File: src/verilog/rsPkg.sv
`default_nettype none

package rsPkg;

    localparam int TagWidth = 8;
    localparam int InstNumWidth = 32;
    localparam int ImmWidth = 32;
    localparam int AluOpWidth = 4;

    localparam int NumBroadcasts = 3;
    localparam int BcastAlu = 0;    // slot order inside the broadcast array
    localparam int BcastMul = 1;
    localparam int BcastLoad = 2;

    localparam int DefaultEntries = 16;
    localparam int DefaultWindow = 8;

    typedef logic [TagWidth-1:0] tagT;

    // one result bus
    typedef struct packed {
        logic valid;
        tagT tag;
    } broadcastT;

    // 83 bits travel with each operation
    typedef struct packed {
        logic [InstNumWidth-1:0] instNum;
        tagT rd;
        logic memToReg;
        logic memRead;
        logic memWrite;
        logic [AluOpWidth-1:0] aluOp;
        logic aluSrc2;
        logic [2:0] funct3;
        logic [ImmWidth-1:0] imm;
    } aluPayloadT;

    // width of an offset into the selection window
    function automatic int offsetWidth(int window);
        return (window > 1) ? $clog2(window) : 1;
    endfunction

endpackage

`default_nettype wire
File: src/verilog/rsIfs.sv
`default_nettype none


interface issueWindowIf #(
    parameter int Window = rsPkg::DefaultWindow,
    parameter type payloadT = rsPkg::aluPayloadT
);
    typedef struct packed {
        payloadT payload;
        rsPkg::tagT src1;
        rsPkg::tagT src2;
    } windowEntryT;

    logic [Window-1:0] windowReady;   // bit k is entry head+k
    windowEntryT windowEntry [Window];
    logic grantValid;
    logic [rsPkg::offsetWidth(Window)-1:0] grantOffset;

    modport store (output windowReady, windowEntry, input grantValid, grantOffset);
    modport select (input windowReady, windowEntry, output grantValid, grantOffset);
endinterface

`default_nettype wire

File: src/verilog/issueSelect.sv
`default_nettype none

module issueSelect #(
    parameter int Window = rsPkg::DefaultWindow,
    parameter type payloadT = rsPkg::aluPayloadT
) (
    input logic clk,
    input logic reset,
    issueWindowIf.select window,
    output logic issueValid,
    output rsPkg::tagT issueSrc1,
    output rsPkg::tagT issueSrc2,
    output payloadT issuePayload
);

    localparam int OffsetWidth = rsPkg::offsetWidth(Window);

    // lowest offset wins, so scan from the top down
    always_comb begin
        window.grantValid = 1'b0;
        window.grantOffset = '0;
        for (int k = Window - 1; k >= 0; k--) begin
            if (window.windowReady[k]) begin
                window.grantValid = 1'b1;
                window.grantOffset = OffsetWidth'(k);
            end
        end
    end

    always_ff @(posedge clk) begin
        if (reset) begin
            issueValid <= 1'b0;
        end else begin
            issueValid <= window.grantValid;
        end
    end

    always_ff @(posedge clk) begin
        if (window.grantValid) begin
            issueSrc1 <= window.windowEntry[window.grantOffset].src1;
            issueSrc2 <= window.windowEntry[window.grantOffset].src2;
            issuePayload <= window.windowEntry[window.grantOffset].payload;
        end
    end

endmodule

`default_nettype wire

File: src/flat_wrapper.sv
// flat-port wrapper written by rule: the top's interface ports become plain ports
module issueSelect_flat 
#(
    parameter int Window = rsPkg::DefaultWindow,
    parameter type payloadT = rsPkg::aluPayloadT
)
  (clk, reset, issueValid, issueSrc1, issueSrc2, issuePayload, window_windowReady, window_windowEntry, window_grantValid, window_grantOffset);
  issueWindowIf #(.Window(Window), .payloadT(payloadT)) window_i ();
  input logic clk;
  input logic reset;
  output logic issueValid;
  output rsPkg::tagT issueSrc1;
  output rsPkg::tagT issueSrc2;
  output payloadT issuePayload;
  input wire logic [$bits(window_i.windowReady)-1:0] window_windowReady;
  input wire logic [$bits(window_i.windowEntry)-1:0] window_windowEntry;
  output wire logic [$bits(window_i.grantValid)-1:0] window_grantValid;
  output wire logic [$bits(window_i.grantOffset)-1:0] window_grantOffset;
  assign window_i.windowReady = window_windowReady;
  assign window_i.windowEntry = {>>{window_windowEntry}};
  assign window_grantValid = window_i.grantValid;
  assign window_grantOffset = window_i.grantOffset;
  issueSelect #(.Window(Window), .payloadT(payloadT)) u_core (.clk(clk), .reset(reset), .window(window_i), .issueValid(issueValid), .issueSrc1(issueSrc1), .issueSrc2(issueSrc2), .issuePayload(issuePayload));
endmodule
File: config.mk
export PLATFORM = sky130hd
export DESIGN_NAME = issueSelect_flat
export DESIGN_NICKNAME = d
export VERILOG_FILES = /design/src/verilog/rsPkg.sv /design/src/verilog/rsIfs.sv /design/src/verilog/issueSelect.sv /design/src/flat_wrapper.sv
export SDC_FILE = /design/constraint.sdc
export NUM_CORES = 1
export LEC_CHECK = 0
export BUFFER_PORTS_ARGS = -buffer_cell sky130_fd_sc_hd__buf_2
export CAP_MARGIN = 20
export CORE_AREA = 2 2 350 352
export DETAILED_ROUTE_END_ITERATION = 10
export DIE_AREA = 0 0 352 354
export GPL_ROUTABILITY_DRIVEN = 0
export PLACE_DENSITY = 0.3
export SYNTH_ARGS = -nofsm -noshare
export SYNTH_HDL_FRONTEND = slang
export SYNTH_SLANG_ARGS = --single-unit
File: constraint.sdc
create_clock -name clk -period 7.09 [get_ports clk]
set_input_delay 1.7725 -clock clk [delete_from_list [all_inputs] [get_ports clk]]
set_output_delay 1.7725 -clock clk [all_outputs]
set_load 0.03 [all_outputs]
; Yosys cells after proc, flatten, opt, wreduce, memory -nomap -nowiden
; Index checks and enable logic that the tools add are counted.
; Widths: inputs -> output; s select.
[op_classes]
n_lt_le_gt_ge = 1
muxes = 19
n_bitwise = 1
[ops]
columns = op, count
row1 = $bmux 99 s3, 1
row2 = $mux 99, 2
row3 = $mux 3, 8
row4 = $mux 1, 8
row5 = $ge 4x4->1 const B, 1
row6 = $not 3->4, 1
[word_totals]
regBits = 100
inputBits = 802
out_inout_bits = 104
elab_cells = 33

; Depth between registers and ports, before layout
[depth]
depth_word = 12
depth_mapped = 10
depth_no_buf = 7

; Worst setup path after synthesis
; Ideal clock, no wire load.
[synth_timing]
kind = in2out
from = in window_windowReady[2]
to = out window_grantValid
t_arrival_ns = 4.615
required_time_ns = 5.318
slack_ns = 0.703
cell_stages = 2
path_buffers = 0
cell_sequence = nor4_2 > nand3_1
[synth_via]
elab_chain_cells = 3
[synth_rtl]
columns = element, line
row1 = start: declaration, flat_wrapper.sv:15  ; input wire logic [$bits(window_i.windowReady)-1:0] window_windowReady;
row2 = $mux 1 (3 in a row), issueSelect.sv:23  ; if (window.windowReady[k]) begin
row3 = end: declaration, flat_wrapper.sv:17  ; output wire logic [$bits(window_i.grantValid)-1:0] window_grantValid;
; No other way between the ends.

; Worst setup path after layout
[layout_timing]
from = in window_windowReady[7]
to = out window_grantOffset[0]
[layout_via]
elab_chain_cells = 8
[layout_rtl]
columns = element, line
row1 = $mux 3 (8 in a row), issueSelect.sv:23
row2 = end: declaration, flat_wrapper.sv:18  ; output wire logic [$bits(window_i.grantOffset)-1:0] window_grantOffset;
; No other way between the ends.

==> flow_results.xml <==
<?xml version="1.0" encoding="UTF-8"?>
<metrics>
  <group name="run_status">
    <metric name="status" unit="">complete, no violations</metric>
  </group>
  <group name="placement">
    <metric name="hpwl" unit="microns">70700</metric>
    <metric name="dp_worst_setup_slack" unit="ns">1.91</metric>
    <metric name="placed_area" unit="sq um">16300</metric>
    <metric name="port_buffers" unit="">905</metric>
  </group>
  <group name="logic_synthesis">
    <metric name="syn_area_per_cell" unit="sq um">9.92</metric>
    <metric name="synth.top_cell.area_share" unit="">0.296</metric>
    <metric name="netlist_area" unit="sq um">10000</metric>
    <metric name="synth.yosys.warnings" unit="">0</metric>
    <metric name="syn-num-nets" unit="">1814</metric>
    <metric name="synth.largest_area_cell" unit="">sky130_fd_sc_hd__edfxtp_1</metric>
    <metric name="synth_cell_types" unit="">31</metric>
    <metric name="yosys_register_bits" unit="">100</metric>
    <metric name="synth_seq_area_share" unit="">0.298</metric>
    <metric name="synth_cells" unit="">1012</metric>
    <metric name="netlist_top_cells_area" unit="">sky130_fd_sc_hd__edfxtp_1, sky130_fd_sc_hd__mux2_2, sky130_fd_sc_hd__a221oi_1</metric>
  </group>
  <group name="power">
    <metric name="power.share.switching" unit="">0.398</metric>
    <metric name="powerDensity" unit="nW/um^2">142</metric>
    <metric name="switching_power" unit="mW">0.940</metric>
    <metric name="leakage" unit="nW">7.48</metric>
    <metric name="vdd_drop_max" unit="mV">0.136</metric>
    <metric name="share_comb_of_total_power" unit="">0.429</metric>
    <metric name="p_seq_frac" unit="">0.321</metric>
    <metric name="p_clk_frac" unit="">0.250</metric>
    <metric name="totalPowerFinal" unit="mW">2.36</metric>
    <metric name="p_int" unit="mW">1.42</metric>
  </group>
  <group name="clock_tree">
    <metric name="clock_tree.buffer_depth" unit="">2</metric>
    <metric name="cts-htree-levels" unit="">3</metric>
    <metric name="cts_root_buf" unit="">sky130_fd_sc_hd__clkbuf_16</metric>
    <metric name="clk_pin_slew" unit="ns">0.11</metric>
    <metric name="tritoncts" unit="">built</metric>
    <metric name="postCtsResizedCells" unit="">0</metric>
    <metric name="cts_num_sinks" unit="">100</metric>
    <metric name="postCtsSetupRepairBufs" unit="">0</metric>
    <metric name="cts_inserted_buffers" unit="">9</metric>
    <metric name="post_cts_hold_buffer_count" unit="">0</metric>
  </group>
  <group name="worst_setup_path">
    <metric name="setup.worst_path.start" unit="">window_windowReady[7]</metric>
    <metric name="timing.critical_path.required" unit="ns">5.32</metric>
    <metric name="critical_path.n_buffers_inverters" unit="">2</metric>
    <metric name="worstPathMaxFanout" unit="">31</metric>
    <metric name="critical_path.startpoint_type" unit="">input port</metric>
    <metric name="critPathCaptureType" unit="">output pin</metric>
    <metric name="critPathMaxStageDelay" unit="ns">0.53</metric>
    <metric name="worstSetupPathDepth" unit="">6</metric>
    <metric name="timing.critical_path.arrival" unit="ns">3.33</metric>
    <metric name="path_class" unit="">input port to output pin</metric>
    <metric name="worstPathCellList" unit="">buf_2 -&gt; nor2b_1 -&gt; o311a_4 -&gt; nor2_1 -&gt; nor2_1 -&gt; buf_2</metric>
    <metric name="setup.worst_path.end" unit="">window_grantOffset[0]</metric>
    <metric name="cpLargestDelayFamily" unit="">simple AND/OR/NAND/NOR gates</metric>
    <metric name="critPathSlowestCell" unit="">sky130_fd_sc_hd__o311a_4</metric>
  </group>
  <group name="timing">
    <metric name="finalMaxSlewViolations" unit="">0</metric>
    <metric name="hold_slack" unit="ns">1.51</metric>
    <metric name="timing.setup.tns" unit="ns">0</metric>
    <metric name="setup_repair_after_global_routing_missed_its_margin" unit="">no</metric>
    <metric name="clock.fmax" unit="MHz">196</metric>
    <metric name="fin_ws" unit="ns">1.98</metric>
    <metric name="timing.max_slew.rel_slack" unit="">0.415</metric>
    <metric name="min_period" unit="ns">5.11</metric>
    <metric name="measured_slew_at_the_worst_slew_check_pin" unit="ns">0.877</metric>
    <metric name="report.final.setup_viol" unit="">0</metric>
    <metric name="finalHoldViolations" unit="">0</metric>
    <metric name="period_share" unit="">0.720</metric>
  </group>
  <group name="global_route">
    <metric name="grt_usage" unit="">0.129</metric>
    <metric name="global_route.overflow_total" unit="">0</metric>
    <metric name="grt_pass1_wl" unit="microns">111000</metric>
    <metric name="grt_start_max_net_pins" unit="">100</metric>
    <metric name="grt_antenna_before_repair" unit="">62</metric>
    <metric name="first_global_vias" unit="">12900</metric>
  </group>
  <group name="finish">
    <metric name="post_route_cells_drive_above_1_share" unit="">0.619</metric>
    <metric name="filler_cell_count" unit="">14000</metric>
    <metric name="layout.cells.most_common_list" unit="">sky130_fd_sc_hd__buf_2, sky130_fd_sc_hd__mux2_2, sky130_fd_sc_hd__a221oi_1</metric>
    <metric name="final_cell_area" unit="sq um">16600</metric>
    <metric name="final_common_cell" unit="">sky130_fd_sc_hd__buf_2</metric>
    <metric name="fin_nets" unit="">2652</metric>
    <metric name="area_delta_synth_final" unit="%">65.3</metric>
  </group>
  <group name="route">
    <metric name="pre_antenna_drt_iters" unit="">6</metric>
    <metric name="route.vias.total" unit="">12500</metric>
    <metric name="drcViolationCount" unit="">0</metric>
    <metric name="postRouteWirelength" unit="microns">83200</metric>
    <metric name="avgViaCountPerCell" unit="">3.59</metric>
    <metric name="initial_detailed_routing_violation_count" unit="">582</metric>
    <metric name="detail_route.wl_per_cell" unit="microns">23.9</metric>
    <metric name="route.antenna.remaining_nets" unit="">0</metric>
  </group>
  <group name="worst_hold_path">
    <metric name="min_delay_path_depth" unit="">2</metric>
    <metric name="worstHoldPathType" unit="">input port to register</metric>
  </group>
  <group name="die">
    <metric name="floorplan.rows" unit="">128</metric>
    <metric name="floorplan.die_area" unit="sq um">125000</metric>
    <metric name="coreArea" unit="sq um">121000</metric>
    <metric name="die_w" unit="microns">352</metric>
    <metric name="die_height" unit="microns">354</metric>
    <metric name="io_count" unit="">906</metric>
    <metric name="start_util" unit="">0.0831</metric>
  </group>
  <group name="run">
    <metric name="max_cap_violations" unit="">0</metric>
  </group>
</metrics>
==> registers in the layout (all words and copies together) (netlist names) <==
register,count
u_core.issuePayload,83
u_core.issueSrc1,8
u_core.issueValid,1
u_core.issueSrc2,8
==> synth_stat cells <==
master / n
sky130_fd_sc_hd__dfxtp_1: 1
sky130_fd_sc_hd__buf_2: 25
sky130_fd_sc_hd__inv_2: 2
sky130_fd_sc_hd__inv_1: 102
sky130_fd_sc_hd__a221o_1: 98
sky130_fd_sc_hd__nor4_2: 1
sky130_fd_sc_hd__and2_1: 1
sky130_fd_sc_hd__nand2_2: 1
sky130_fd_sc_hd__clkbuf_1: 43
sky130_fd_sc_hd__a41o_1: 1
sky130_fd_sc_hd__a211o_1: 1
sky130_fd_sc_hd__o311a_1: 1
sky130_fd_sc_hd__nand3_1: 1
sky130_fd_sc_hd__nor2b_1: 1
sky130_fd_sc_hd__a31oi_1: 2
sky130_fd_sc_hd__buf_4: 5
sky130_fd_sc_hd__a221oi_2: 2
sky130_fd_sc_hd__nor2_2: 1
sky130_fd_sc_hd__or2_1: 1
sky130_fd_sc_hd__mux2i_1: 2
sky130_fd_sc_hd__a21oi_1: 2
sky130_fd_sc_hd__o221ai_1: 2
sky130_fd_sc_hd__nand2_1: 1
sky130_fd_sc_hd__buf_6: 23
sky130_fd_sc_hd__a221oi_1: 194
sky130_fd_sc_hd__edfxtp_1: 99
sky130_fd_sc_hd__o21bai_1: 1
sky130_fd_sc_hd__mux2_2: 196
sky130_fd_sc_hd__nand2b_1: 99
sky130_fd_sc_hd__nor2_1: 102
sky130_fd_sc_hd__o21ai_2: 1
==> routing by layer <==
metal | part of all wire | GRT usage | up-vias | wire length (microns)
li1 | - | - | 5754 | -
met1 | 0.43 | 0.164 | 6000 | 36100
met2 | 0.49 | 0.223 | 626 | 40700
met3 | 0.060 | 0.0290 | 112 | 5030
met4 | 0.016 | 0.0262 | 12 | 1360
met5 | 0.00085 | 0 | - | 71
==> area by class of cell <==
class                   instances  area, sq um  area share
multi-input cells             712         6130       0.370
repair buffers                923         4740       0.285
flip-flops and latches        100         2990       0.180
well taps                    1625         2030       0.122
inverters                     104          403      0.0243
clock buffers                  10          239      0.0144
clock inverters                 6         45.0     0.00271
diodes                          6         15.0    0.000904
==> worst min path at each step <==
stage                        endpoint  startpoint  slack (ns)
floorplan           u_core.issueValid       reset        1.84
global placement    u_core.issueValid       reset        1.98
detailed placement  u_core.issueValid       reset        1.98
CTS                 u_core.issueValid       reset        1.47
global route        u_core.issueValid       reset        1.47
finish              u_core.issueValid       reset        1.51
==> power by group through the flow <==
stage          Combinational [mW]  Sequential (mW)  Clock, mW
2_1_floorplan               0.393            0.925          0
3_3_place_gp                 1.03            0.774          0
3_5_place_dp                 1.03            0.774          0
4_1_cts                      1.03            0.762      0.637
5_1_grt                      1.10            0.768      0.644
6_report                     1.01            0.759      0.590
==> metrics by stage <==
stage	std cells	util
floorplan	1012	-
global placement	3464	0.135
detailed placement	3464	0.135
CTS	3480	0.137
global route	3481	0.137
finish	3486	0.137
==> logic make-up after synthesis <==
family | count (synthesis) | share of synthesized area
DFF | 100 | 0.298
buffers and inverters | 200 | 0.0969
and+or+nand+nor | 209 | 0.105
AOI/OAI and AO/OA | 305 | 0.278
muxes | 198 | 0.222
Note: power is estimated with default switching activity, not from simulation.
