==> src/verilog/rsPkg.sv <==
`default_nettype none

package rsPkg;

    localparam int TagWidth = 8;
    localparam int InstNumWidth = 32;
    localparam int ImmWidth = 32;
    localparam int AluOpWidth = 4;

    localparam int NumBroadcasts = 3;
    localparam int BcastAlu = 0;    // slot order inside the broadcast array
    localparam int BcastMul = 1;
    localparam int BcastLoad = 2;

    localparam int DefaultEntries = 16;
    localparam int DefaultWindow = 8;

    typedef logic [TagWidth-1:0] tagT;

    // one result bus
    typedef struct packed {
        logic valid;
        tagT tag;
    } broadcastT;

    // 83 bits travel with each operation
    typedef struct packed {
        logic [InstNumWidth-1:0] instNum;
        tagT rd;
        logic memToReg;
        logic memRead;
        logic memWrite;
        logic [AluOpWidth-1:0] aluOp;
        logic aluSrc2;
        logic [2:0] funct3;
        logic [ImmWidth-1:0] imm;
    } aluPayloadT;

    // width of an offset into the selection window
    function automatic int offsetWidth(int window);
        return (window > 1) ? $clog2(window) : 1;
    endfunction

endpackage

`default_nettype wire
==> src/verilog/rsIfs.sv <==
`default_nettype none

// registered dispatch, one pulse on valid per operation
interface dispatchIf #(
    parameter type payloadT = rsPkg::aluPayloadT
);
    logic valid;
    rsPkg::tagT src1;
    rsPkg::tagT src2;
    logic ready1;
    logic ready2;
    payloadT payload;

    modport source (output valid, src1, src2, ready1, ready2, payload);
    modport sink (input valid, src1, src2, ready1, ready2, payload);
endinterface


`default_nettype wire

==> src/verilog/rsDispatchStage.sv <==
`default_nettype none

module rsDispatchStage (
    input logic clk,
    input logic reset,
    input logic start,
    input rsPkg::tagT src1,
    input rsPkg::tagT src2,
    input logic src1Ready,
    input logic src2Ready,
    input rsPkg::aluPayloadT payload,
    input rsPkg::broadcastT [rsPkg::NumBroadcasts-1:0] bcast,
    dispatchIf.source dispatchOut
);

    logic hit1;
    logic hit2;

    // a result seen in the dispatch cycle would otherwise be missed
    wakeupMatch match1 (
        .tag(src1),
        .bcast(bcast),
        .hit(hit1)
    );

    wakeupMatch match2 (
        .tag(src2),
        .bcast(bcast),
        .hit(hit2)
    );

    always_ff @(posedge clk) begin
        if (reset) begin
            dispatchOut.valid <= 1'b0;
        end else begin
            dispatchOut.valid <= start;
        end
    end

    always_ff @(posedge clk) begin
        if (start) begin
            dispatchOut.src1 <= src1;
            dispatchOut.src2 <= src2;
            dispatchOut.ready1 <= src1Ready | hit1;
            dispatchOut.ready2 <= src2Ready | hit2;
            dispatchOut.payload <= payload;
        end
    end

endmodule

`default_nettype wire

==> src/verilog/wakeupMatch.sv <==
`default_nettype none

// any valid result bus carrying this tag
module wakeupMatch (
    input rsPkg::tagT tag,
    input rsPkg::broadcastT [rsPkg::NumBroadcasts-1:0] bcast,
    output logic hit
);

    always_comb begin
        hit = 1'b0;
        for (int b = 0; b < rsPkg::NumBroadcasts; b++) begin
            if (bcast[b].valid && bcast[b].tag == tag) begin
                hit = 1'b1;
            end
        end
    end

endmodule

`default_nettype wire

==> src/flat_wrapper.sv <==
// flat-port wrapper written by rule: the top's interface ports become plain ports
module rsDispatchStage_flat 
  (clk, reset, start, src1, src2, src1Ready, src2Ready, payload, bcast, dispatchOut_valid, dispatchOut_src1, dispatchOut_src2, dispatchOut_ready1, dispatchOut_ready2, dispatchOut_payload);
  dispatchIf dispatchOut_i ();
  input logic clk;
  input logic reset;
  input logic start;
  input rsPkg::tagT src1;
  input rsPkg::tagT src2;
  input logic src1Ready;
  input logic src2Ready;
  input rsPkg::aluPayloadT payload;
  input rsPkg::broadcastT [rsPkg::NumBroadcasts-1:0] bcast;
  output wire logic [$bits(dispatchOut_i.valid)-1:0] dispatchOut_valid;
  output wire logic [$bits(dispatchOut_i.src1)-1:0] dispatchOut_src1;
  output wire logic [$bits(dispatchOut_i.src2)-1:0] dispatchOut_src2;
  output wire logic [$bits(dispatchOut_i.ready1)-1:0] dispatchOut_ready1;
  output wire logic [$bits(dispatchOut_i.ready2)-1:0] dispatchOut_ready2;
  output wire logic [$bits(dispatchOut_i.payload)-1:0] dispatchOut_payload;
  assign dispatchOut_valid = dispatchOut_i.valid;
  assign dispatchOut_src1 = dispatchOut_i.src1;
  assign dispatchOut_src2 = dispatchOut_i.src2;
  assign dispatchOut_ready1 = dispatchOut_i.ready1;
  assign dispatchOut_ready2 = dispatchOut_i.ready2;
  assign dispatchOut_payload = dispatchOut_i.payload;
  rsDispatchStage u_core (.clk(clk), .reset(reset), .start(start), .src1(src1), .src2(src2), .src1Ready(src1Ready), .src2Ready(src2Ready), .payload(payload), .bcast(bcast), .dispatchOut(dispatchOut_i));
endmodule
==> config.mk <==
export PLATFORM = sky130hd
export DESIGN_NAME = rsDispatchStage_flat
export DESIGN_NICKNAME = d
export VERILOG_FILES = /design/src/verilog/rsPkg.sv /design/src/verilog/rsIfs.sv /design/src/verilog/rsDispatchStage.sv /design/src/verilog/wakeupMatch.sv /design/src/flat_wrapper.sv
export SDC_FILE = /design/constraint.sdc
export NUM_CORES = 1
export LEC_CHECK = 0
export ABC_AREA = 1
export BUFFER_PORTS_ARGS = -buffer_cell sky130_fd_sc_hd__buf_2
export CORE_MARGIN = 4
export CORE_UTILIZATION = 43
export DETAILED_ROUTE_END_ITERATION = 8
export MAX_ROUTING_LAYER = met4
export PLACE_DENSITY = 0.81
export SETUP_SLACK_MARGIN = 0.4
export SYNTH_ARGS = -nofsm -noshare
export SYNTH_HDL_FRONTEND = slang
export SYNTH_SLANG_ARGS = --single-unit
export TNS_END_PERCENT = 10
==> constraint.sdc <==
create_clock -name clk -period 1.12 [get_ports clk]
set_input_delay 0.112 -clock clk [delete_from_list [all_inputs] [get_ports clk]]
set_output_delay 0.112 -clock clk [all_outputs]
set_load 0.1 [all_outputs]
# Word-level counts from Yosys, hierarchy flattened
# Index checks and enable logic that the tools add are counted.
# classes
mux	6
bitwise_logic	2
n_eq_ne	6
reduce_logical	6
# op_table
operator	n
== test 8 bit	6
logical AND 1 bit	6
two-way mux 1 bit	6
bitwise OR 1 bit	2
# word_totals
reg_bits	102
elab_cells	34

# Depth between registers and ports, before layout
# Gate-level depths: netlist of the first run.
# depth
ltp_word	6
depth_mapped	8
mapped_depth_nobuf	8

# Hierarchy
# Synthesis of the first run repeated with hierarchy kept, for this count alone.
# hier_totals
cells_unflattened	296
area_unflattened_um2	3903.7
# by_module_without_submodules
module	n_inst	area_per_inst_um2	cells_each
rsDispatchStage	1	3085.5	110
wakeupMatch	2	409.1	93

# Worst setup path after synthesis of the first run
# Ideal clock, no wire load.
# synth_timing
kind	register -> output
startpoint	reg u_core.dispatchOut.valid
endpoint	out dispatchOut_valid
required_ns	1.008
arrival_time_ns	0.909
path_stages_with_launch	1
slack_ns	0.099
cell_sequence	dfxtp_1
# synth_lines
element	line_no	text
start: declaration	rsIfs.sv:14	modport source (output valid, src1, src2, ready1, ready2, payload);
start signal: assignment	rsDispatchStage.sv:36	dispatchOut.valid <= start;
end: declaration	flat_wrapper.sv:14	output wire logic [$bits(dispatchOut_i.valid)-1:0] dispatchOut_valid;
# No word-level cell between the ends.

# Final worst setup path of the first run
# layout_timing
startpoint	reg u_core.dispatchOut.payload[18] (netlist name)
endpoint	out dispatchOut_payload[18]
# layout_lines
element	line_no	text
end: declaration	flat_wrapper.sv:19	output wire logic [$bits(dispatchOut_i.payload)-1:0] dispatchOut_payload;
# No word-level cell between the ends.

==> results of run 1 <==
metrics by stage:
step	setup slack (ns)	total power, uW	cells
after floorplan	0.104	7050	298
after detailed placement	0.0475	8910	642
after global routing	-0.0964	11800	753
after global placement	0.126	8810	642
after CTS	-0.0148	11300	751
final	-0.0633	11500	754
timing repair:
item,in CTS,in global routing
setup endpoints to repair,102,104
pin swaps,0,4
gates resized for setup,0,16
cloned,0,0
hold endpoints to repair,94,1
layout by cell type, fill, tap and decap left out, drive strengths merged:
cell type / instances
edfxtp: 101
nand3b: 2
nand2: 91
a21oi: 4
clkinv: 3
buf: 236
dfxtp: 1
o21ai: 6
diode: 3
clkbuf: 10
nand4: 3
inv: 40
clkinvlp: 1
nand3: 7
nor2: 37
dlygate4sd3: 93
xnor2: 8
final cells by class:
cell class / instances / share of cell area [%]
flip-flops and latches: 102 / 38.6
clock inverters: 6 / 0.711
diodes: 3 / 0.0949
repair buffers: 329 / 46.7
well taps: 108 / 1.71
clock buffers: 10 / 1.61
multi-input cells: 158 / 8.71
inverters: 38 / 1.87
power by group:
part	switching, uW	leakage (uW)	internal [uW]
clock	1430	0.0000905	855
combinational	2820	0.00244	1580
sequential	282	0.000997	4540
total	4530	0.00352	6980
registers in the layout (all words and copies together), names as in the netlist:
register / flops
u_core.dispatchOut.src1: 8
u_core.dispatchOut.valid: 1
u_core.dispatchOut.src2: 8
u_core.dispatchOut.ready1: 1
u_core.dispatchOut.payload: 83
u_core.dispatchOut.ready2: 1
logic make-up (layout without fill, tap and decap cells):
kind of cell / after synthesis / in the layout / share of synthesized area [%]
AO/OA/AOI/OAI: 10 / 10 / 1.29
flip-flops: 102 / 102 / 78.9
XOR/XNOR: 8 / 8 / 1.81
buffers and inverters: 38 / 383 / 3.69
other: 0 / 3 / 0
AND/OR/NAND/NOR: 140 / 140 / 14.3
routing by layer:
metal	GRT usage, %	wire length [um]
met1	39.9	6380
met2	57.5	8850
met3	10.5	2020
met4	12.5	765
met5	-	0
worst max path at each step:
stage                                              start                         to  slack (ns)  cells past startpoint
after floorplan            u_core.dispatchOut.payload[0]     dispatchOut_payload[0]        0.10                      0
after global placement                           src1[7]  u_core.dispatchOut.ready1        0.13                      6
after detailed placement                         src1[0]  u_core.dispatchOut.ready1        0.05                      9
after CTS                 u_core.dispatchOut.payload[18]    dispatchOut_payload[18]       -0.01                      1
after global routing      u_core.dispatchOut.payload[18]    dispatchOut_payload[18]        -0.1                      1
final                     u_core.dispatchOut.payload[18]    dispatchOut_payload[18]       -0.06                      1
==> impl_metrics.sql, run 1 <==
INSERT INTO impl_metrics (metric_group, metric, value, unit) VALUES
('status', 'result_of_the_run', 'finished with violations', ''),
('status', 'violations', 'setup timing', ''),
('worst_setup_path', 'critical_path_arrival', '1.07', 'ns'),
('worst_setup_path', 'cpPeakStageDelay', '0.48', 'ns'),
('finish', 'fin_util', '90.7', '%'),
('pwr', 'p_per_area', '1450', 'nW/um^2'),
('clock_network', 'cts_max_level', '3', ''),
('clock_network', 'number_of_cts_inserted_buffers', '9', ''),
('worst_setup_path', 'worstSetupStartpointType', 'register', ''),
('timing', 'relSlewSlack', '81.6', '%'),
('drt', 'wl_per_cell', '23.9', 'um'),
('finish', 'final_area', '7910', 'um^2'),
('floorplan', 'io-pin-count', '233', ''),
('worst_setup_path', 'cp_cell_sequence', 'buf_12', ''),
('logic_synthesis', 'yosys-top-cells-count', 'edfxtp_1, nand2_1, nor2_1', ''),
('logic_synthesis', 'post_synth_instance_area', '3870', 'um^2'),
('drt', 'detailedRoute.firstIterationViolations', '274', ''),
('logic_synthesis', 'synth_enable_flop_cells', '101', ''),
('worst_setup_path', 'crit_slowest_cell', 'edfxtp_1', ''),
('clock_network', 'clock_path_buffers', '2', ''),
('finish', 'area.growth.synth_to_final', '105', '%'),
('logic_synthesis', 'ys_ff_latch', '102', ''),
('global_routing', 'grt_util_all_layers', '34.6', '%'),
('logic_synthesis', 'yosys.cell_count.top_type', 'edfxtp_1', ''),
('placement', 'detailed_place_hpwl', '10.8', 'mm'),
('flow_run', 'cap_violations', '0', ''),
('clock_network', 'ctsRootBufferMaster', 'clkbuf_8', ''),
('worst_setup_path', 'end_kind', 'output pin', ''),
('finish', 'seqCellArea', '3050', 'um^2'),
('timing', 'setup_slack', '-0.0633', 'ns'),
('worst_setup_path', 'required', '1.01', 'ns'),
('finish', 'multi_input_area', '689', 'um^2'),
('global_routing', 'number_of_global_route_vias_before_repair', '3971', ''),
('timing', 'worst-slew-pin-transition', '0.274', 'ns'),
('drt', 'routed_wirelength', '18.0', 'mm'),
('logic_synthesis', 'synth_area_leader_cell', 'edfxtp_1', ''),
('timing', 'max_clock_freq', '0.845', 'GHz'),
('logic_synthesis', 'postSynth.asyncResetShare', '0', '%'),
('min_path', 'hold_end', 'u_core.dispatchOut.ready2', ''),
('worst_setup_path', 'crit_family', 'flip-flops', ''),
('floorplan', 'dieHeight', '103', 'um'),
('clock_network', 'postCtsSetupRepairBufs', '0', ''),
('timing', 'final.min_clock_period', '1.18', 'ns'),
('drt', 'vias', '3969', ''),
('logic_synthesis', 'postSynthNetCount', '429', ''),
('pwr', 'leakage', '0.00352', 'uW'),
('timing', 'finalMaxSlewViolations', '0', ''),
('finish', 'share_of_post_route_cells_with_drive_strength_above_1', '43.2', '%'),
('timing', 'report.final.hold_viol_count', '0', ''),
('floorplan', 'start_util', '44.3', '%'),
('pwr', 'ir_worst_vdd', '0.910', 'mV'),
('drt', 'drt_first_pass_iters', '6', ''),
('global_routing', 'grt_overflow_total', '0', ''),
('floorplan', 'num_rows', '34', ''),
('clock_network', 'cts_sinks', '102', ''),
('finish', 'num-nets-final', '769', ''),
('global_routing', 'antenna_found_initial', '2', ''),
('placement', 'portBuffers', '232', ''),
('drt', 'remaining_drc_errors', '0', ''),
('worst_setup_path', 'cp.buffers_inverters', '1', ''),
('worst_setup_path', 'timing.critical_path.fanout_max', '1', ''),
('clock_network', 'cts_hold_buffers', '93', ''),
('timing', 'setup_viol_count_final', '44', ''),
('placement', 'globalplace.congestion', '1.12', ''),
('min_path', 'holdCritPathClass', 'input port to register', ''),
('drt', 'route.detailed.vias_per_inst', '5.26', ''),
('min_path', 'timing.hold.worst.start', 'src2Ready', ''),
('finish', 'final.fill_count', '290', ''),
('logic_synthesis', 'synth_cell_type_count', '14', ''),
('timing', 'timing.final.crit_share', '106', '%'),
('logic_synthesis', 'most_area_consuming_cells_after_synthesis', 'edfxtp_1, nand2_1, nor2_1, inv_1, xnor2_1', '');
(Power assumes the default switching activity.)
==> run 2, diff against run 1 <==
==> constraint.sdc (replaced) <==
create_clock -name clk -period 1.12 [get_ports clk]
set_input_delay 0.168 -clock clk [delete_from_list [all_inputs] [get_ports clk]]
set_output_delay 0.168 -clock clk [all_outputs]
set_load 0.1 [all_outputs]
==> run 2 against run 1 <==
  * The flow still finishes with violations (setup timing)
  * Design area fell by 0.90%
  * Total power is 0.43% higher
  * Die area is the same
  * First-iteration DRC count increased by 19%
  * Clock-buffer cell count unchanged
  * Sequential cell count is the same
  * Hold slack gained 0.0077 ns
  * Non-clock buffer count down 10
  * Sequential share of layout area up 0.35 points
  * Worst setup slack got worse by 0.13 ns
  * Critical path type unchanged
  * Critical endpoint is now dispatchOut_payload[23]
==> impl_metrics.sql, run 2 (synthesis gave the netlist of run 1 again) <==
INSERT INTO impl_metrics (metric_group, metric, value, unit) VALUES
('global_routing', 'number_of_global_route_vias_before_repair', '3994', ''),
('drt', 'remaining_drc_errors', '0', ''),
('timing', 'relSlewSlack', '81.5', '%'),
('worst_setup_path', 'worstSetupStartpointType', 'register', ''),
('placement', 'globalplace.congestion', '1.06', ''),
('global_routing', 'antenna_found_initial', '3', ''),
('finish', 'num-nets-final', '759', ''),
('clock_network', 'clk_pin_slew', '0.13', 'ns'),
('floorplan', 'std_cell_core_area', '8720', 'um^2'),
('drt', 'routed_wirelength', '18.8', 'mm'),
('worst_setup_path', 'crit_slowest_cell', 'edfxtp_1', ''),
('worst_setup_path', 'cp_cell_sequence', 'buf_12', ''),
('floorplan', 'start_util', '44.3', '%'),
('finish', 'share_of_post_route_cells_with_drive_strength_above_1', '43.8', '%'),
('worst_setup_path', 'cp.buffers_inverters', '1', ''),
('timing', 'report.final.hold_viol_count', '0', ''),
('floorplan', 'dieHeight', '103', 'um'),
('drt', 'detailedRoute.firstIterationViolations', '325', ''),
('timing', 'finalMaxSlewViolations', '0', ''),
('timing', 'max_clock_freq', '0.763', 'GHz'),
('floorplan', 'die-area', '10600', 'um^2'),
('finish', 'layout.cells.most_common_list', 'buf_2, buf_12, edfxtp_1', ''),
('placement', 'detailed_place_hpwl', '11.2', 'mm'),
('pwr', 'ir_worst_vdd', '0.756', 'mV'),
('timing', 'worst-slew-pin-transition', '0.278', 'ns'),
('worst_setup_path', 'timing.critical_path.fanout_max', '1', ''),
('timing', 'setup_viol_count_final', '101', ''),
('floorplan', 'num_rows', '34', ''),
('pwr', 'p_per_area', '1470', 'nW/um^2'),
('timing', 'final.min_clock_period', '1.31', 'ns'),
('flow_run', 'cap_violations', '0', ''),
('pwr', 'power.total', '11600', 'uW'),
('placement', 'portBuffers', '232', ''),
('global_routing', 'wire_length_of_the_first_global_routing_pass', '24.6', 'mm'),
('floorplan', 'io-pin-count', '233', ''),
('clock_network', 'clock_path_buffers', '2', ''),
('status', 'result_of_the_run', 'finished with violations', ''),
('worst_setup_path', 'capturing_instance_or_port_of_the_critical_path', 'dispatchOut_payload[23]', ''),
('drt', 'drtAntennaViolNets', '0', ''),
('clock_network', 'cts_sinks', '102', ''),
('drt', 'vias', '3928', ''),
('worst_setup_path', 'cpPeakStageDelay', '0.54', 'ns'),
('timing', 'setup_slack', '-0.190', 'ns'),
('timing', 'timing.final.crit_share', '117', '%'),
('drt', 'wl_per_cell', '25.3', 'um'),
('worst_setup_path', 'critical_path_arrival', '1.14', 'ns'),
('worst_setup_path', 'required', '0.95', 'ns'),
('clock_network', 'tritoncts', 'built', ''),
('clock_network', 'cts_max_level', '3', ''),
('pwr', 'leakage', '0.00360', 'uW'),
('min_path', 'holdCritPathClass', 'input port to register', ''),
('clock_network', 'number_of_cts_inserted_buffers', '9', ''),
('floorplan', 'die_width', '103', 'um'),
('finish', 'largest_reg_flops', '83', ''),
('global_routing', 'grt_overflow_total', '0', ''),
('drt', 'drt_first_pass_iters', '4', ''),
('finish', 'fin_util', '89.9', '%'),
('clock_network', 'ctsRootBufferMaster', 'clkbuf_8', ''),
('global_routing', 'grt_util_all_layers', '34.1', '%'),
('finish', 'area.growth.synth_to_final', '103', '%'),
('global_routing', 'grt_max_degree', '40', ''),
('finish', 'largestRegisters', 'u_core.dispatchOut.payload x83, u_core.dispatchOut.src1 x8, u_core.dispatchOut.src2 x8', ''),
('finish', 'mostFrequentLayoutCell', 'buf_2', ''),
('finish', 'final.fill_count', '331', ''),
('worst_setup_path', 'critical_path.startpoint', 'u_core.dispatchOut.payload[23]', ''),
('clock_network', 'postCtsSetupRepairBufs', '0', ''),
('timing', 'grt_setup_unrepaired', 'yes', ''),
('status', 'violations', 'setup timing', ''),
('finish', 'top_register', 'u_core.dispatchOut.payload', ''),
('worst_setup_path', 'crit_family', 'flip-flops', ''),
('worst_setup_path', 'critPathKind', 'register to output pin', ''),
('worst_setup_path', 'crit_cells', '1', ''),
('worst_setup_path', 'end_kind', 'output pin', ''),
('drt', 'route.detailed.vias_per_inst', '5.28', '');
run 2: changes by cell type in the layout (fill, tap and decap cells not counted), sizes merged:
| cell | delta |
|---|---|
| dlymetal6s4s | +13 |
| buf | +1 |
| clkinvlp | +1 |
| clkinv | -1 |
| dlygate4sd3 | -24 |
run 2: cell type report:
type | instances | area, um^2 | area share [%]
Timing Repair Buffer | 319 | 3630 | 46.3
Sequential cell | 102 | 3050 | 38.9
Multi-Input combinational cell | 158 | 686 | 8.74
Inverter | 38 | 143 | 1.82
Tap cell | 108 | 135 | 1.72
Clock buffer | 10 | 128 | 1.63
Clock inverter | 6 | 55.1 | 0.702
Antenna cell | 3 | 7.51 | 0.0957
run 2: per-stage QoR:
| step | instance area (um^2) | worst slack, ns | cells | hold slack, ns | setup TNS (ns) |
|---|---|---|---|---|---|
| after global routing | 7840 | -0.199 | 744 | 0.00757 | -9.02 |
| after CTS | 7770 | -0.0855 | 740 | 0.000785 | -4.59 |
| after global placement | 6770 | 0.0599 | 643 | 0.321 | 0 |
| after floorplan | 3870 | 0.0480 | 298 | 0.232 | 0 |
| final | 7840 | -0.190 | 744 | 0.0211 | -5.66 |
| after detailed placement | 6770 | 0.00128 | 643 | 0.337 | 0 |
run 2: power by group:
group | leakage (uW) | internal, uW | switching [uW]
registers | 0.000997 | 4540 | 299
logic | 0.00252 | 1560 | 2820
clock network | 0.0000865 | 853 | 1480
run 2: metal layers:
metal | GRT usage [%] | vias to the layer above | part of all wire, %
li1 | - | 1653 | -
met1 | 38.1 | 1873 | 35
met2 | 57.6 | 349 | 50
met3 | 10.4 | 53 | 12
met4 | 13.2 | 0 | 3.3
met5 | - | - | 0
run 2: repair_timing:
item / in CTS / in global routing
resized for setup: 3 / 26
setup endpoints to repair: 104 / 117
pin swaps: 1 / 8
hold endpoints to repair: 81 / 1
cloned: 0 / 0
hold buffers: 81 / 1
run 2: worst min-delay path by stage:
stage          cells past startpoint         from  slack [ns]                              to
2_1_floorplan                      1        reset        0.23        u_core.dispatchOut.valid
3_3_place_gp                       2        reset        0.32        u_core.dispatchOut.valid
3_5_place_dp                       2        reset        0.34        u_core.dispatchOut.valid
4_1_cts                            1      src1[4]      0.0008      u_core.dispatchOut.src1[4]
5_1_grt                            1  payload[32]       0.008  u_core.dispatchOut.payload[32]
6_report                           1      src1[0]        0.02      u_core.dispatchOut.src1[0]
==> run 3, diff against run 2 <==
--- a/config.mk
+++ b/config.mk
@@ -10,6 +10,7 @@
 export CORE_MARGIN = 4
 export CORE_UTILIZATION = 43
 export DETAILED_ROUTE_END_ITERATION = 8
+export HOLD_SLACK_MARGIN = 0.1
 export MAX_ROUTING_LAYER = met4
 export PLACE_DENSITY = 0.81
 export SETUP_SLACK_MARGIN = 0.4
==> run 3 against run 2 <==
  * The flow still finishes with violations (setup timing)
  * First-iteration DRC count grew 4.3%
  * Global-route usage is 1.0 points higher
  * Via count is 1.5% higher
  * Design area rose by 1.2%
  * Combinational power is essentially flat
  * Sequential cell count is the same
  * Clock-buffer cell count did not move
  * Critical endpoint is now dispatchOut_payload[13]
==> impl_metrics.sql, run 3 (synthesis gave the netlist of run 1 again) <==
INSERT INTO impl_metrics (metric_group, metric, value, unit) VALUES
('placement', 'globalplace.congestion', '1.06', ''),
('floorplan', 'die_width', '103', 'um'),
('finish', 'largest_reg_flops', '83', ''),
('worst_setup_path', 'critical_path_arrival', '1.14', 'ns'),
('finish', 'fin_util', '91.0', '%'),
('status', 'result_of_the_run', 'finished with violations', ''),
('clock_network', 'postCtsSetupRepairBufs', '0', ''),
('finish', 'top_register', 'u_core.dispatchOut.payload', ''),
('worst_setup_path', 'worstSetupStartpointType', 'register', ''),
('worst_setup_path', 'end_kind', 'output pin', ''),
('clock_network', 'clk_pin_slew', '0.12', 'ns'),
('finish', 'final_area', '7940', 'um^2'),
('timing', 'timing.final.crit_share', '117', '%'),
('drt', 'routed_wirelength', '19.1', 'mm'),
('floorplan', 'die-area', '10600', 'um^2'),
('worst_setup_path', 'cpPeakStageDelay', '0.53', 'ns'),
('global_routing', 'number_of_global_route_vias_before_repair', '4078', ''),
('global_routing', 'antenna_found_initial', '3', ''),
('timing', 'setup_viol_count_final', '101', ''),
('finish', 'layout.cells.most_common_list', 'buf_2, buf_12, edfxtp_1', ''),
('floorplan', 'std_cell_core_area', '8720', 'um^2'),
('timing', 'finalMaxSlewViolations', '0', ''),
('placement', 'portBuffers', '232', ''),
('pwr', 'ir_worst_vdd', '0.909', 'mV'),
('drt', 'route.detailed.vias_per_inst', '5.28', ''),
('drt', 'detailedRoute.firstIterationViolations', '339', ''),
('timing', 'relSlewSlack', '83.0', '%'),
('finish', 'largestRegisters', 'u_core.dispatchOut.payload x83, u_core.dispatchOut.src1 x8, u_core.dispatchOut.src2 x8', ''),
('timing', 'worst-slew-pin-transition', '0.256', 'ns'),
('placement', 'pre_cts_slack', '0.00128', 'ns'),
('timing', 'totalNegativeSetupSlack', '-7.65', 'ns'),
('clock_network', 'clock_path_buffers', '2', ''),
('clock_network', 'cts_max_level', '3', ''),
('placement', 'placement.cell_area', '6770', 'um^2'),
('placement', 'numPlacedInstances', '643', ''),
('global_routing', 'grt_max_degree', '40', ''),
('min_path', 'holdCritPathClass', 'input port to register', ''),
('clock_network', 'tritoncts', 'built', ''),
('drt', 'drtAntennaViolNets', '0', ''),
('global_routing', 'grt_util_all_layers', '35.2', '%'),
('worst_setup_path', 'critPathKind', 'register to output pin', ''),
('drt', 'drt_first_pass_iters', '6', ''),
('finish', 'area.growth.synth_to_final', '105', '%'),
('global_routing', 'wire_length_of_the_first_global_routing_pass', '25.6', 'mm'),
('finish', 'stdcell_count', '755', ''),
('floorplan', 'io-pin-count', '233', ''),
('worst_setup_path', 'required', '0.95', 'ns'),
('finish', 'num-nets-final', '768', ''),
('timing', 'max_clock_freq', '0.764', 'GHz'),
('worst_setup_path', 'cp_cell_sequence', 'buf_12', ''),
('timing', 'grt_setup_unrepaired', 'yes', ''),
('floorplan', 'dieHeight', '103', 'um'),
('pwr', 'p_per_area', '1460', 'nW/um^2'),
('worst_setup_path', 'crit_family', 'flip-flops', ''),
('clock_network', 'ctsRootBufferMaster', 'clkbuf_8', ''),
('floorplan', 'num_rows', '34', ''),
('finish', 'mostFrequentLayoutCell', 'buf_2', ''),
('drt', 'vias', '3986', ''),
('placement', 'detailed_place_hpwl', '11.2', 'mm'),
('drt', 'wl_per_cell', '25.2', 'um'),
('status', 'violations', 'setup timing', ''),
('worst_setup_path', 'timing.critical_path.fanout_max', '1', ''),
('timing', 'setup_slack', '-0.189', 'ns'),
('finish', 'share_of_post_route_cells_with_drive_strength_above_1', '43.3', '%'),
('flow_run', 'cap_violations', '0', ''),
('floorplan', 'start_util', '44.3', '%'),
('timing', 'report.final.hold_viol_count', '0', ''),
('clock_network', 'cts_sinks', '102', ''),
('clock_network', 'number_of_cts_inserted_buffers', '9', ''),
('drt', 'remaining_drc_errors', '0', ''),
('pwr', 'leakage', '0.00363', 'uW'),
('global_routing', 'grt_overflow_total', '0', ''),
('worst_setup_path', 'cp.buffers_inverters', '1', ''),
('worst_setup_path', 'crit_slowest_cell', 'edfxtp_1', ''),
('timing', 'final.min_clock_period', '1.31', 'ns');
-- run 3: worst paths after layout --
| kind | slack [ns] | endpoint | depth (start not counted) | start |
|---|---|---|---|---|
| min | 0.05 | u_core.dispatchOut.src1[6] | 1 | src1[6] |
| max | -0.19 | dispatchOut_payload[13] | 1 | u_core.dispatchOut.payload[13] |
-- run 3: report_power, final --
part | switching (uW) | internal, uW
logic | 2830 | 1580
registers | 298 | 4540
clock network | 1510 | 852
total | 4630 | 6980
-- run 3: timing repair --
| item | 4_1_cts | 5_1_grt |
|---|---|---|
| pin swaps | 1 | 6 |
| endpoints found under the hold margin | 102 | 10 |
| endpoints found under the setup margin | 104 | 116 |
| hold buffers | 88 | 3 |
| resized for setup | 3 | 26 |
-- run 3: layout make-up --
cell class | count | area (um^2)
timing repair buffer | 328 | 3720
sequential | 102 | 3050
fill | 311 | 786
multi-input combinational | 158 | 687
inverter | 38 | 148
tap | 108 | 135
clock buffer | 10 | 128
clock inverter | 6 | 55.1
antenna | 5 | 12.5
-- run 3: per-layer routing --
metal	up-vias	part of all wire (%)	global-route usage [%]
met4	0	3.3	14.8
li1	1673	-	-
met3	58	12	9.47
met1	1937	35	41.0
met2	318	50	57.6
met5	-	0	-
-- run 3: metrics by stage --
step	hold WS [ns]	total power, uW
after floorplan	0.232	7050
after global placement	0.321	8810
after detailed placement	0.337	8920
after CTS	0.0177	11300
after global routing	0.0416	11900
final	0.0492	11600
